--- config.mk ---
export PLATFORM = sky130hd
export DESIGN_NAME = membridge_burst_gen
export DESIGN_NICKNAME = d
export VERILOG_FILES = /design/src/hdl/membridge_cfg_pkg.sv /design/src/hdl/membridge_axi_pkg.sv /design/src/hdl/membridge_burst_gen.sv
export VERILOG_INCLUDE_DIRS = /design/src /design/src/hdl
export SDC_FILE = /design/constraint.sdc
export NUM_CORES = 1
export LEC_CHECK = 0
export ABC_AREA = 1
export BUFFER_PORTS_ARGS = -buffer_cell sky130_fd_sc_hd__buf_4
export CAP_MARGIN = 5
export CORE_MARGIN = 4
export CORE_UTILIZATION = 30
export CTS_CLUSTER_DIAMETER = 60
export DETAILED_ROUTE_END_ITERATION = 12
export GPL_TIMING_DRIVEN = 1
export REMOVE_ABC_BUFFERS = 1
export SYNTH_ARGS = -nofsm -noshare
export SYNTH_HDL_FRONTEND = slang
export SYNTH_SLANG_ARGS = --single-unit
--- constraint.sdc ---
create_clock -name hclk -period 2.59 [get_ports hclk]
set_input_delay 0.1295 -clock hclk [delete_from_list [all_inputs] [get_ports hclk]]
set_output_delay 0.1295 -clock hclk [all_outputs]
set_load 0.05 [all_outputs]
--- src/hdl/membridge_macros.svh ---
`ifndef MEMBRIDGE_MACROS_SVH
`define MEMBRIDGE_MACROS_SVH

// register offsets
`define MB_REG_CTRL      4'd0
`define MB_REG_LO_ADDR   4'd2
`define MB_REG_SIZE      4'd3
`define MB_REG_START     4'd4
`define MB_REG_LEN       4'd5

`define MB_ADDR64_W      29   // 64-bit word address bits

`define MB_BURST_MAX     16   // beats per full burst

// line buffer geometry
`define MB_PAGE_WORDS    128
`define MB_PAGES         4

// port FIFO fill levels that block new work
`define MB_WACOUNT_SAFE  12
`define MB_WCOUNT_SAFE   120

`endif

--- src/hdl/membridge_cfg_pkg.sv ---
`include "membridge_macros.svh"

package membridge_cfg_pkg;

    typedef logic [`MB_ADDR64_W-1:0] addr64_t; // word address or word count

    // writable registers
    typedef enum logic [3:0] {
        REG_CTRL    = `MB_REG_CTRL,
        REG_LO_ADDR = `MB_REG_LO_ADDR,
        REG_SIZE    = `MB_REG_SIZE,
        REG_START   = `MB_REG_START,
        REG_LEN     = `MB_REG_LEN
    } reg_sel_e;

    // window and transfer setup seen by the datapath
    typedef struct packed {
        addr64_t lo_addr;    // window base
        addr64_t size;       // window size, rollover point
        addr64_t start;      // first address relative to lo
        addr64_t len;        // transfer length in words
        logic    en;         // channel enable
        logic    reset_addr; // start reloads the address
    } cfg_t;

endpackage

--- src/hdl/membridge_axi_pkg.sv ---
package membridge_axi_pkg;

    typedef logic [31:0] axi_addr_t;  // byte address
    typedef logic [3:0]  burst_len_t; // beats minus one
    typedef logic [5:0]  axi_id_t;
    typedef logic [63:0] wdata_t;

    // write address channel payload
    typedef struct packed {
        axi_addr_t  addr;
        burst_len_t len;
        axi_id_t    id;
    } aw_req_t;

    // burst generator states
    typedef enum logic [1:0] {
        GEN_IDLE,  // waiting for start
        GEN_ISSUE, // bursts still to issue
        GEN_DRAIN, // waiting for data and responses
        GEN_DONE
    } gen_state_e;

endpackage

--- src/hdl/membridge_burst_gen.sv ---
`timescale 1ns/10ps
`include "membridge_macros.svh"

module membridge_burst_gen (
    input  logic                       hclk,
    input  logic                       rst,
    input  membridge_cfg_pkg::cfg_t    cfg_i,
    input  logic                       start_i,
    input  logic [5:0]                 afi_wacount_i,
    input  logic                       afi_bvalid_i,
    output membridge_axi_pkg::aw_req_t aw_o,
    output logic                       awvalid_o,
    input  logic                       words_sent_i,
    output logic                       busy_o,
    output logic                       done_o
);
    localparam int SETTLE = 3;                      // cycles for the adders after a change
    localparam int BW     = $clog2(`MB_BURST_MAX);
    localparam int BLK_W  = `MB_ADDR64_W - BW;      // 16-word block number bits

    membridge_axi_pkg::gen_state_e state;
    membridge_cfg_pkg::addr64_t    rel_addr;        // relative to lo
    membridge_cfg_pkg::addr64_t    left;            // words not yet covered by a burst
    membridge_cfg_pkg::addr64_t    axi_addr64;
    logic [BLK_W-1:0]              last_blk;        // block before rollover
    membridge_axi_pkg::burst_len_t len_q;
    membridge_axi_pkg::axi_id_t    wr_id;
    logic [SETTLE-1:0]             settle_d;
    logic                          advance;         // burst issued this cycle
    logic                          last_burst;      // fewer than 16 words left
    logic                          rollover;
    logic                          words_done;
    logic [7:0]                    n_issued;
    logic [7:0]                    n_resp;
    logic                          issue_ok;

    assign issue_ok = (state == membridge_axi_pkg::GEN_ISSUE) && cfg_i.en &&
                      (afi_wacount_i < 6'(`MB_WACOUNT_SAFE)) && (|left) &&
                      !advance && (settle_d == '0);

    // address and length datapath
    always_ff @(posedge hclk) begin
        last_blk   <= cfg_i.size[`MB_ADDR64_W-1:BW] - BLK_W'(1);
        last_burst <= ~|left[`MB_ADDR64_W-1:BW];
        rollover   <= rel_addr[`MB_ADDR64_W-1:BW] == last_blk;
        len_q      <= (|left[`MB_ADDR64_W-1:BW]) ? '1 : left[BW-1:0] - BW'(1);
        axi_addr64 <= cfg_i.lo_addr + rel_addr;
        if (start_i && cfg_i.reset_addr) begin
            rel_addr <= cfg_i.start;            // continue keeps the old address
        end else if (advance) begin
            if (last_burst) begin
                rel_addr <= rel_addr + membridge_cfg_pkg::addr64_t'(left[BW-1:0]);
            end else if (rollover) begin
                rel_addr <= '0;                 // wrap to window base
            end else begin
                rel_addr <= rel_addr + membridge_cfg_pkg::addr64_t'(`MB_BURST_MAX);
            end
        end
        if (start_i) begin
            left <= cfg_i.len;
        end else if (advance) begin
            left <= last_burst ? '0 : left - membridge_cfg_pkg::addr64_t'(`MB_BURST_MAX);
        end
    end

    always_ff @(posedge hclk or posedge rst) begin
        if (rst) begin
            state      <= membridge_axi_pkg::GEN_IDLE;
            settle_d   <= '0;
            advance    <= 1'b0;
            wr_id      <= '0;
            n_issued   <= '0;
            n_resp     <= '0;
            words_done <= 1'b0;
        end else begin
            settle_d <= {settle_d[SETTLE-2:0], advance | start_i};
            advance  <= issue_ok;
            if (start_i) begin
                wr_id      <= wr_id + 1'b1;     // new ID per transfer
                n_issued   <= '0;
                n_resp     <= '0;
                words_done <= 1'b0;
            end else begin
                if (advance)      n_issued   <= n_issued + 1'b1;
                if (afi_bvalid_i) n_resp     <= n_resp + 1'b1;
                if (words_sent_i) words_done <= 1'b1;
            end
            if (start_i) begin
                state <= membridge_axi_pkg::GEN_ISSUE;
            end else begin
                case (state)
                    membridge_axi_pkg::GEN_ISSUE:
                        if ((settle_d == '0) && !advance && (left == '0))
                            state <= membridge_axi_pkg::GEN_DRAIN;
                    membridge_axi_pkg::GEN_DRAIN:
                        if (words_done && (n_issued == n_resp))
                            state <= membridge_axi_pkg::GEN_DONE;
                    membridge_axi_pkg::GEN_DONE:
                        if (!cfg_i.en) state <= membridge_axi_pkg::GEN_IDLE;
                    default: ;
                endcase
            end
        end
    end

    assign aw_o.addr = {axi_addr64, 3'b000}; // word to byte address
    assign aw_o.len  = len_q;
    assign aw_o.id   = wr_id;
    assign awvalid_o = advance;
    assign busy_o    = (state == membridge_axi_pkg::GEN_ISSUE) ||
                       (state == membridge_axi_pkg::GEN_DRAIN);
    assign done_o    = state == membridge_axi_pkg::GEN_DONE;

endmodule

==> results of run 1 <==
## metal layers
metal	share of wire	track usage
met1	0.45	0.224
met2	0.47	0.292
met3	0.060	0.0387
met4	0.022	0.0540
met5	0.0013	0
## power breakdown
group / switching (mW) / leakage, nW / internal (mW)
clock network: 1.08 / 0.280 / 1.41
registers: 0.199 / 1.44 / 2.68
logic: 1.42 / 4.32 / 0.803
## timing repair
| item | 4_1_cts | 5_1_grt |
|---|---|---|
| hold endpoints to repair | 107 | 0 |
| setup endpoints to repair | 0 | 0 |
| hold buffers | 81 | 0 |
## cell families after synthesis
group	synth area share
adder cells (fa/ha/maj)	0.0596
buffers and inverters	0.0730
other	0.000379
AND/OR/NAND/NOR	0.333
AO/OA/AOI/OAI	0.0921
XOR/XNOR	0.0716
flip-flops	0.370
## stage by stage
stage | power (mW) | hold WS, ns
3_3_place_gp | 5.03 | 0.238
5_1_grt | 8.00 | 0.0314
6_report | 7.59 | 0.0114
4_1_cts | 7.66 | 0.00260
3_5_place_dp | 5.05 | 0.237
2_1_floorplan | 4.29 | 0.196
## registers in the layout, summed over array words and instances, names as in the netlist, 2 cells and up
| register | flops |
|---|---|
| axi_addr64 | 29 |
| left | 29 |
| rel_addr | 29 |
| last_blk | 25 |
| n_issued | 8 |
| n_resp | 8 |
| wr_id | 6 |
| len_q | 4 |
| settle_d | 3 |
| state | 2 |
## area by class of cell
class	instances	area, um^2
fillers	3360	19400
multi-input cells	1062	5520
flip-flops and latches	147	3670
repair buffers	260	2150
inverters	163	613
well taps	442	553
clock buffers	19	464
clock inverters	13	120
diodes	1	2.50
## cell usage after synthesis, types with 11 or more instances
master,number
inv_1,159
nor3_1,30
nand2_1,398
nand4_1,31
edfxtp_1,58
nor2_2,13
a31oi_1,11
xor2_1,45
nor2_1,151
ha_1,44
nand3_1,112
dfrtp_1,29
xnor2_1,36
o21ai_0,71
a21oi_1,60
dfxtp_1,60
## final timing paths
path / from / endpoint / slack (ns)
min in group asynchronous: rst / n_resp[7] / 0.31
max in group asynchronous: rst / state[1] / 2.00
setup / recovery: left[0] / rel_addr[28] / 0.12
hold reg to reg: settle_d[0] / settle_d[1] / 0.38
setup reg to reg: left[0] / rel_addr[28] / 0.12
hold / removal: cfg_i[117] / axi_addr64[28] / 0.01
## worst max-delay path, cell delays in order, from the launching register on
cell	delay (ns)
edfxtp_1	0.44
ha_1	0.26
fa_1	0.44
a21oi_2	0.38
nand2_1	0.29
or2_0	0.27
nand3_1	0.08
o21ai_1	0.06
==> results by group, run 1 <==
Floorplanning
  – # IOs: 174
  – Starting Density: 0.304
  – Die ar.: about 36000 um^2
  – Row count: 66
  – Core ar.: 32500 um^2
  – Die X: between 150 and 200 um
  – Die height: between 150 and 200 um

CTS
  – Root buffer selected by CTS: clkbuf_16
  – Num CTS Buffers: 17
  – CTS tree: done
  – Clock slew at reported path FFs: about 0.07 ns
  – CTS max path bufs: 2
  – Htree depth: 4
  – Post CTS Setup Buffer Count: 0
  – Worst-skew pair later-pin latency: 0.45 ns
  – CTS Sinks: between 100 and 150
  – Post-CTS Resized: 0

STA
  – Final TNS setup: 0 ns
  – Post-route setup slack: roughly 0.12 ns
  – Clk_skew: around 0.011 ns
  – Tcrit/Tclk final: 0.952
  – Hold Fails Final Rpt: 0
  – RSZ-0062 raised after global routing: no
  – Worst Tran Pin Value: approximately 0.62 ns
  – Setup-failing EPs final: 0
  – Final Max Slew Viols: 0
  – Final Critical Period: 2.47 ns
  – Max-slew headroom: 0.586
  – Fmax: approximately 400 MHz

Detailed routing
  – DR vias/cell: 4.71
  – WL/cell: 14.8 um
  – DRC viols: 0
  – Initial DRC Count: 699
  – Number of routed nets with antenna violations: 0
  – TritonRoute pass-1 iters: 5
  – Final wirelength: 31200 um
  – DR vias: ~9900

Synth
  – Sequential area share after synthesis: 0.370
  – Area contributors post-synth: edfxtp_1, nand2_1, dfxtp_1
  – Mapped Area: just under 10000 um^2
  – Yosys warnings: 0
  – FF+latch count, synth: about 150
  – Asr flop ratio synth: 0.197
  – Synth area leader: edfxtp_1
  – Syn Area/Cell: 7.11 um^2
  – Synth top area share: 0.176
  – Number of synthesized flops with an enable pin: between 50 and 60
  – Synth Flop Type: dfxtp_1
  – Post-Syn Instances: roughly 1400
  – Yosys cell types: 45

Power
  – Static leakage: approximately 6.0 nW
  – Peak supply drop: between 0.001 and 0.0015 V
  – PD cells: between 500 and 600 nW/um^2

Global route
  – GRT Residual Overflow: 0
  – Largest net degree at the start of global routing: 32
  – GRT Total Usage: 0.174
  – Initial antenna violation count: 4
  – Vias in the first global route: 9669
  – First-pass GRT wire length: approximately 50000 um

Worst setup path
  – Arr. time, crit path: 2.67 ns
  – CP required: approximately 2.8 ns
  – WS Path Type: reg2reg
  – Startpoint types: register
  – Worst Path Max Fanout: 8
  – Crit end category: register
  – Worst R2R Path Depth: 7

Status
  – Outcome: complete, no violations

Cells and area
  – Util after Layout: 0.402
  – Commonest non-fill, non-tap cell in the layout: nand2_1
  – Commonest non-fill, non-tap cells in the layout: nand2_1, buf_4, inv_1
  – Area delta synth->final: 32.2%
  – Nets: 1826
  – Final instance area: about 13000 um^2
  – Post-Layout Cell Count: 2107
  – Share of cells above drive strength 1: 0.148

Worst hold path
  – Worst hold path depth: 4
  – Hold Path Class: in2reg

Run
  – MaxCap Viol Count: 0

Placement
  – Final HPWL DP: approximately 24000 um
  – Final GP Congestion: roughly 0.9
  – Placed Area: around 12000 um^2
  – Cell Count Post-Placement: 1993
  – Input/output buffers: between 150 and 200
  – Pre-CTS WS: around 0.16 ns
Note: power is estimated with default switching activity, not from simulation.
==> run 2, diff against run 1 <==
--- a/config.mk
+++ b/config.mk
@@ -6,7 +6,6 @@
 export SDC_FILE = /design/constraint.sdc
 export NUM_CORES = 1
 export LEC_CHECK = 0
-export ABC_AREA = 1
 export BUFFER_PORTS_ARGS = -buffer_cell sky130_fd_sc_hd__buf_4
 export CAP_MARGIN = 5
 export CORE_MARGIN = 4
==> run 2 against run 1 <==
Wire length shrank 21%. Via count is 20% lower. Core utilization grew 2.0 points. Worst setup slack better by 0.0056 ns. Clock-buffer cell count decreased by 2. Clock power is 2% higher. Largest power group unchanged.
==> results by group, run 2 <==
Power
  – Int Pwr: 4.98 mW
  – Sequential Power Share: 0.375
  – Peak supply drop: around 0.00043 V
  – NetSw: ~2.7 mW
  – Switching share of power: 0.350
  – PD cells: 633 nW/um^2
  – Clock share of power: 0.332
  – Gate power share: 0.294
  – Static leakage: 4.93 nW

STA
  – RSZ-0062 raised after global routing: no
  – Hold_ws: roughly 0.011 ns
  – Hold Fails Final Rpt: 0
  – Setup-failing EPs final: 0
  – Final Critical Period: 2.46 ns
  – Clk_skew: 0.0138 ns
  – Worst Tran Pin Value: 0.618 ns
  – Fmax: between 400 and 500 MHz
  – Tcrit/Tclk final: 0.950
  – Final Max Slew Viols: 0
  – Max-slew headroom: 0.588

Placement
  – Final GP Congestion: approximately 0.86
  – Input/output buffers: between 150 and 200
  – Final HPWL DP: 19000 um

Synth
  – Synth area leader: edfxtp_1
  – Area share of xor/xnor cells in the synthesized design: 0.127
  – Syn Area/Cell: roughly 9.2 um^2
  – Complex-gate fraction of the synthesized area: 0.152
  – Mapped Area: approximately 8700 um^2
  – Synth Flop Type: dfxtp_1
  – Top-count cell post-synth: nand2_1
  – Sequential area share after synthesis: 0.423
  – FF+latch count, synth: 147
  – Synth top area share: 0.201
  – Yosys cell types: 66
  – Largest family of logic cells by synthesized area: simple AND/OR/NAND/NOR gates
  – Post-Syn Instances: 940
  – Commonest cells in the netlist: nand2_1, nor2_1, o21ai_0
  – Asr flop ratio synth: 0.197
  – Post-synthesis mux area share: 0.00721
  – Synth Area in Adders: 0.0680
  – Yosys warnings: 0
  – Number of synthesized flops with an enable pin: 58
  – Area contributors post-synth: edfxtp_1, dfxtp_1, dfrtp_1
  – Post-synthesis simple-gate area fraction: 0.196

Detailed routing
  – DRT met1 WL: about 11000 um
  – Met3 wire length: 1220 um
  – Initial DRC Count: ~510
  – Number of routed nets with antenna violations: 0
  – DRC viols: 0
  – TritonRoute pass-1 iters: 5
  – Highest metal used: met5
  – Final wirelength: 24700 um
  – DR vias/cell: approximately 4.9
  – DR WL met2: between 10000 and 15000 um
  – DR vias: slightly below 8000
  – WL/cell: approximately 15 um

Floorplanning
  – Starting Density: 0.303
  – # IOs: 174
  – Core ar.: ~29000 um^2
  – Die height: approximately 180 um
  – Row count: between 60 and 70
  – Die ar.: between 30000 and 40000 um^2
  – Die X: roughly 180 um

Cells and area
  – Biggest regs: axi_addr64: 29 flops, left: 29 flops, rel_addr: 29 flops
  – Area delta synth->final: 39.4%
  – Commonest non-fill, non-tap cells in the layout: buf_4, nand2_1, dlygate4sd3_1
  – Commonest non-fill, non-tap cell in the layout: buf_4
  – Util after Layout: 0.423
  – Nets: 1396
  – Number of diodes: 0
  – Share of cells above drive strength 1: 0.219
  – Filler cells: ~2800

CTS
  – CTS max path bufs: 2
  – CTS Sinks: approximately 150
  – CTS tree: done
  – Worst-skew pair later-pin latency: 0.43 ns
  – Clock slew at reported path FFs: roughly 0.07 ns
  – Post CTS Setup Buffer Count: 0
  – Htree depth: 4
  – Root buffer selected by CTS: clkbuf_16
  – Num CTS Buffers: 17

Global route
  – Vias in the first global route: approximately 7700
  – GRT Residual Overflow: 0
  – Largest net degree at the start of global routing: 49
  – Initial antenna violation count: 2
  – First-pass GRT wire length: about 39000 um
  – GRT Total Usage: 0.154

Worst setup path
  – Crit end category: register
  – Worst Path Max Fanout: 5
  – CP required: just under 3 ns
  – Startpoint types: register
  – Worst Setup EP: state[1]
  – WS Path Type: reg2reg
  – RR Startpoint: left[15]
  – Flop-to-flop setup slack: about 0.13 ns
  – Start point of the critical path: left[15]
  – Worst R2R Path Depth: 6
  – Reg2reg end: state[1]
  – Arr. time, crit path: around 2.8 ns

Worst hold path
  – Hold Path Class: in2reg

Status
  – Outcome: complete, no violations

Run
  – MaxCap Viol Count: 0
[run 2: cell count changes after synthesis, sizes merged, moves of 12 or more]
cell	delta
clkbuf	+20
nor4	+18
or3	+13
inv	-139
nand2b	+13
nor2	-98
xnor2	+32
nand2	-294
xor2	+13
nand3	-95
a21o	+13
nor3	-12
[run 2: power groups by stage]
stage	clock (mW)	combinational [mW]	sequential (mW)
CTS	2.61	2.25	2.88
global placement	0	2.12	2.92
global route	2.69	2.43	2.91
finish	2.54	2.25	2.87
floorplan	0	0.881	3.42
detailed placement	0	2.15	2.92
[run 2: layout make-up]
cell class | instances | area [um^2] | area share
clock inverters | 15 | 180 | 0.0149
inverters | 21 | 78.8 | 0.00651
repair buffers | 297 | 2430 | 0.201
flip-flops and latches | 147 | 3670 | 0.303
multi-input cells | 737 | 4840 | 0.400
well taps | 384 | 480 | 0.0397
clock buffers | 17 | 425 | 0.0351
[run 2: worst min-delay path by stage]
stage | from | endpoint | cells after the start | slack [ns]
floorplan | start_i | n_issued[5] | 1 | 0.19
global placement | rst | wr_id[5] | 3 | 0.23
detailed placement | rst | wr_id[3] | 3 | 0.23
CTS | cfg_i[44] | rel_addr[13] | 2 | 0.0002
global route | cfg_i[38] | rel_addr[7] | 2 | 0.01
finish | cfg_i[5] | left[3] | 2 | 0.01
[run 2: kinds of logic after synthesis]
group                      after synthesis
other                                    1
adders and majority gates               46
muxes                                    6
AOI/OAI and AO/OA                      213
and+or+nand+nor                        343
DFF                                    147
buffers and inverters                   58
xor gates and xnor gates               126
[run 2: through the flow]
stage,TNS (ns),area [um^2],power (mW),std cells,setup slack (ns)
floorplan,0,8540,4.31,905,0.161
global route,0,12100,8.03,1618,0.00527
global placement,-0.0260,10700,5.04,1507,-0.0260
CTS,0,12100,7.73,1618,0.00553
finish,0,12100,7.67,1618,0.129
detailed placement,-0.0766,10700,5.07,1507,-0.0540
[run 2: repair_timing]
action | CTS | global route
hold endpoints to repair | 98 | 0
endpoints found under the setup margin | 2 | 16
pin swaps | 0 | 1
resized for setup | 1 | 10
hold buffers | 79 | 0
[run 2: worst max-delay path, cell delays in order, from the launching register on]
cell and delay [ns]:
edfxtp_1 0.43, or4_4 0.58, or2_2 0.34, or4_1 0.55, nand2_1 0.15, a21oi_1 0.08, a311oi_1 0.24
[run 2: per-layer routing]
layer	vias up	global-route usage
met3	46	0.0292
met1	3691	0.209
met4	4	0.0558
li1	3960	-
met5	-	0
met2	194	0.246
==> run 3, diff against run 2 <==
--- a/config.mk
+++ b/config.mk
@@ -9,11 +9,12 @@
 export BUFFER_PORTS_ARGS = -buffer_cell sky130_fd_sc_hd__buf_4
 export CAP_MARGIN = 5
 export CORE_MARGIN = 4
-export CORE_UTILIZATION = 30
+export CORE_UTILIZATION = 40
 export CTS_CLUSTER_DIAMETER = 60
 export DETAILED_ROUTE_END_ITERATION = 12
 export GPL_TIMING_DRIVEN = 1
 export REMOVE_ABC_BUFFERS = 1
+export SKIP_CTS_REPAIR_TIMING = 1
 export SYNTH_ARGS = -nofsm -noshare
 export SYNTH_HDL_FRONTEND = slang
 export SYNTH_SLANG_ARGS = --single-unit
==> run 3 against run 2 <==
Total power down 1.7%. Sequential power about the same. Register-to-register slack about the same. Highest routed layer is now met4. Worst setup slack better by 0.0044 ns. Clock skew down 0.0026 ns. The flow now finishes with violations (negative hold slack). Sequential cell count unchanged. Global-route usage up 3.2 points. Clock-buffer cell count up 2. Critical path depth up 3. Non-clock buffer count down 29. Via count down 3.9%. Core utilization up 13 points.
==> results by group, run 3 (synthesized netlist as in run 2, its figures left out) <==
Status
  – Outcome: finished with violations
  – Failing checks: negative hold slack

STA
  – Clk_skew: between 0.01 and 0.015 ns
  – Setup-failing EPs final: 0
  – Max-slew headroom: 0.553
  – Hold Fails Final Rpt: 8
  – Final Critical Period: approximately 2.5 ns
  – RSZ-0062 raised after global routing: no
  – Final Max Slew Viols: 0
  – Hold_ws: -0.0135 ns
  – Worst Tran Pin Value: 0.670 ns
  – Tcrit/Tclk final: 0.948
  – Fmax: 407 MHz

Placement
  – Final GP Congestion: 0.884
  – Input/output buffers: between 150 and 200
  – Final HPWL DP: 18000 um

Global route
  – GRT Total Usage: 0.186
  – Initial antenna violation count: 0
  – GR peak layer: met2
  – Grt met2 use: 0.286
  – GRT met3 Usage: 0.0353
  – First-pass GRT wire length: ~36000 um
  – Largest net degree at the start of global routing: 42
  – Vias in the first global route: ~7000
  – Met1 usage: 0.264
  – GRT Residual Overflow: 0

Power
  – Switching share of power: 0.341
  – Static leakage: around 4.8 nW
  – Int Pwr: between 4 and 5 mW
  – Gate power share: 0.296
  – Sequential Power Share: 0.382
  – Clock share of power: 0.322
  – Peak supply drop: around 0.00043 V
  – Post-route total power: 7.54 mW
  – NetSw: 2.57 mW
  – PD cells: around 650 nW/um^2

Worst setup path
  – Critical Path Slowest Stage Cell: fa_1
  – Startpoint types: register
  – Crit end category: register
  – CP required: between 2 and 3 ns
  – Crit-path max cell delay: roughly 0.4 ns
  – Crit-path cells: buf_4 -> ha_1 -> fa_1 -> a21o_1 -> a21oi_1 -> o21a_2 -> nor2_1 -> o221ai_1 -> o21ai_0
  – Delay-heaviest family, CP: compound AO/OA/AOI/OAI gates
  – Worst R2R Path Depth: 9
  – Worst Path Max Fanout: 4
  – Bufs and invs on worst path: 1
  – Arr. time, crit path: ~2.6 ns
  – Stages on worst setup path: 9
  – WS Path Type: reg2reg

Floorplanning
  – Die ar.: 24100 um^2
  – Starting Density: 0.410
  – Row count: 53
  – Die X: about 160 um
  – Core ar.: 21200 um^2
  – Die height: between 150 and 200 um
  – # IOs: roughly 170

Detailed routing
  – Final wirelength: around 23000 um
  – WL/cell: 15.8 um
  – DRC viols: 0
  – DR vias/cell: 5.13
  – Initial DRC Count: just under 400
  – TritonRoute pass-1 iters: 5
  – DR vias: ~7600
  – Number of routed nets with antenna violations: 0

CTS
  – CTS tree: done
  – Worst-skew pair later-pin latency: around 0.43 ns
  – Htree depth: 4
  – CTS max path bufs: 2
  – Root buffer selected by CTS: clkbuf_16
  – CTS Sinks: between 100 and 150
  – Clock slew at reported path FFs: ~0.06 ns
  – Num CTS Buffers: 17

Cells and area
  – Util after Layout: 0.550
  – Commonest non-fill, non-tap cells in the layout: buf_4, nand2_1, nor2_1
  – Register area: ~3700 um^2
  – Filler cells: 1974
  – Share of cells above drive strength 1: 0.222
  – Area delta synth->final: 34.1%
  – Commonest non-fill, non-tap cell in the layout: buf_4
  – Area occupied by multi-input gates: a little under 5000 um^2
  – Number of diodes: 0
  – Biggest regs: axi_addr64: 29 flops, left: 29 flops, rel_addr: 29 flops
  – Nets: roughly 1400

Worst hold path
  – Worst hold path depth: 3
  – Hold Path Class: in2reg

Run
  – MaxCap Viol Count: 0
-- run 3: worst paths after layout --
path / from / end / slack [ns]
max in group asynchronous: rst / settle_d[0] / 1.98
setup / recovery: rel_addr[0] / rel_addr[14] / 0.13
hold / removal: cfg_i[15] / left[13] / -0.01
setup reg to reg: rel_addr[0] / rel_addr[14] / 0.13
min in group asynchronous: rst / words_done / 0.33
hold reg to reg: settle_d[0] / settle_d[1] / 0.40
-- run 3: routing by layer --
layer	share of wire	vias to the layer above
met5	0	-
met4	0.024	0
met3	0.051	33
met2	0.45	195
met1	0.47	3459
li1	-	3904
-- run 3: power groups by stage --
stage               Clock (mW)  Sequential (mW)  Combinational, mW
detailed placement           0             2.92               2.15
global placement             0             2.92               2.13
finish                    2.43             2.88               2.23
global route              2.57             2.91               2.42
floorplan                    0             3.42              0.881
CTS                       2.47             2.88               2.15
-- run 3: layout make-up --
cell class                 instances  area share
sequential                       147       0.315
timing repair buffer             268       0.184
inverter                          21     0.00677
clock inverter                    13      0.0103
multi-input combinational        737       0.415
tap                              275      0.0296
clock buffer                      19      0.0390
-- run 3: per-stage QoR --
| step | std cells | hold WS, ns | setup TNS [ns] | setup WS (ns) | area, um^2 |
|---|---|---|---|---|---|
| after floorplan | 905 | 0.193 | 0 | 0.161 | 8540 |
| after global placement | 1397 | 0.234 | -0.0323 | -0.0323 | 10500 |
| after detailed placement | 1397 | 0.232 | -0.145 | -0.0831 | 10500 |
| after CTS | 1429 | -0.228 | -0.154 | -0.0877 | 11100 |
| after global routing | 1480 | 0.000603 | 0 | 0.00411 | 11600 |
| final | 1480 | -0.0135 | 0 | 0.134 | 11600 |
-- run 3: worst min-delay path, stage by stage --
cell	delay (ns)
buf_4	0.08
nand2_1	0.04
o21ai_0	0.06
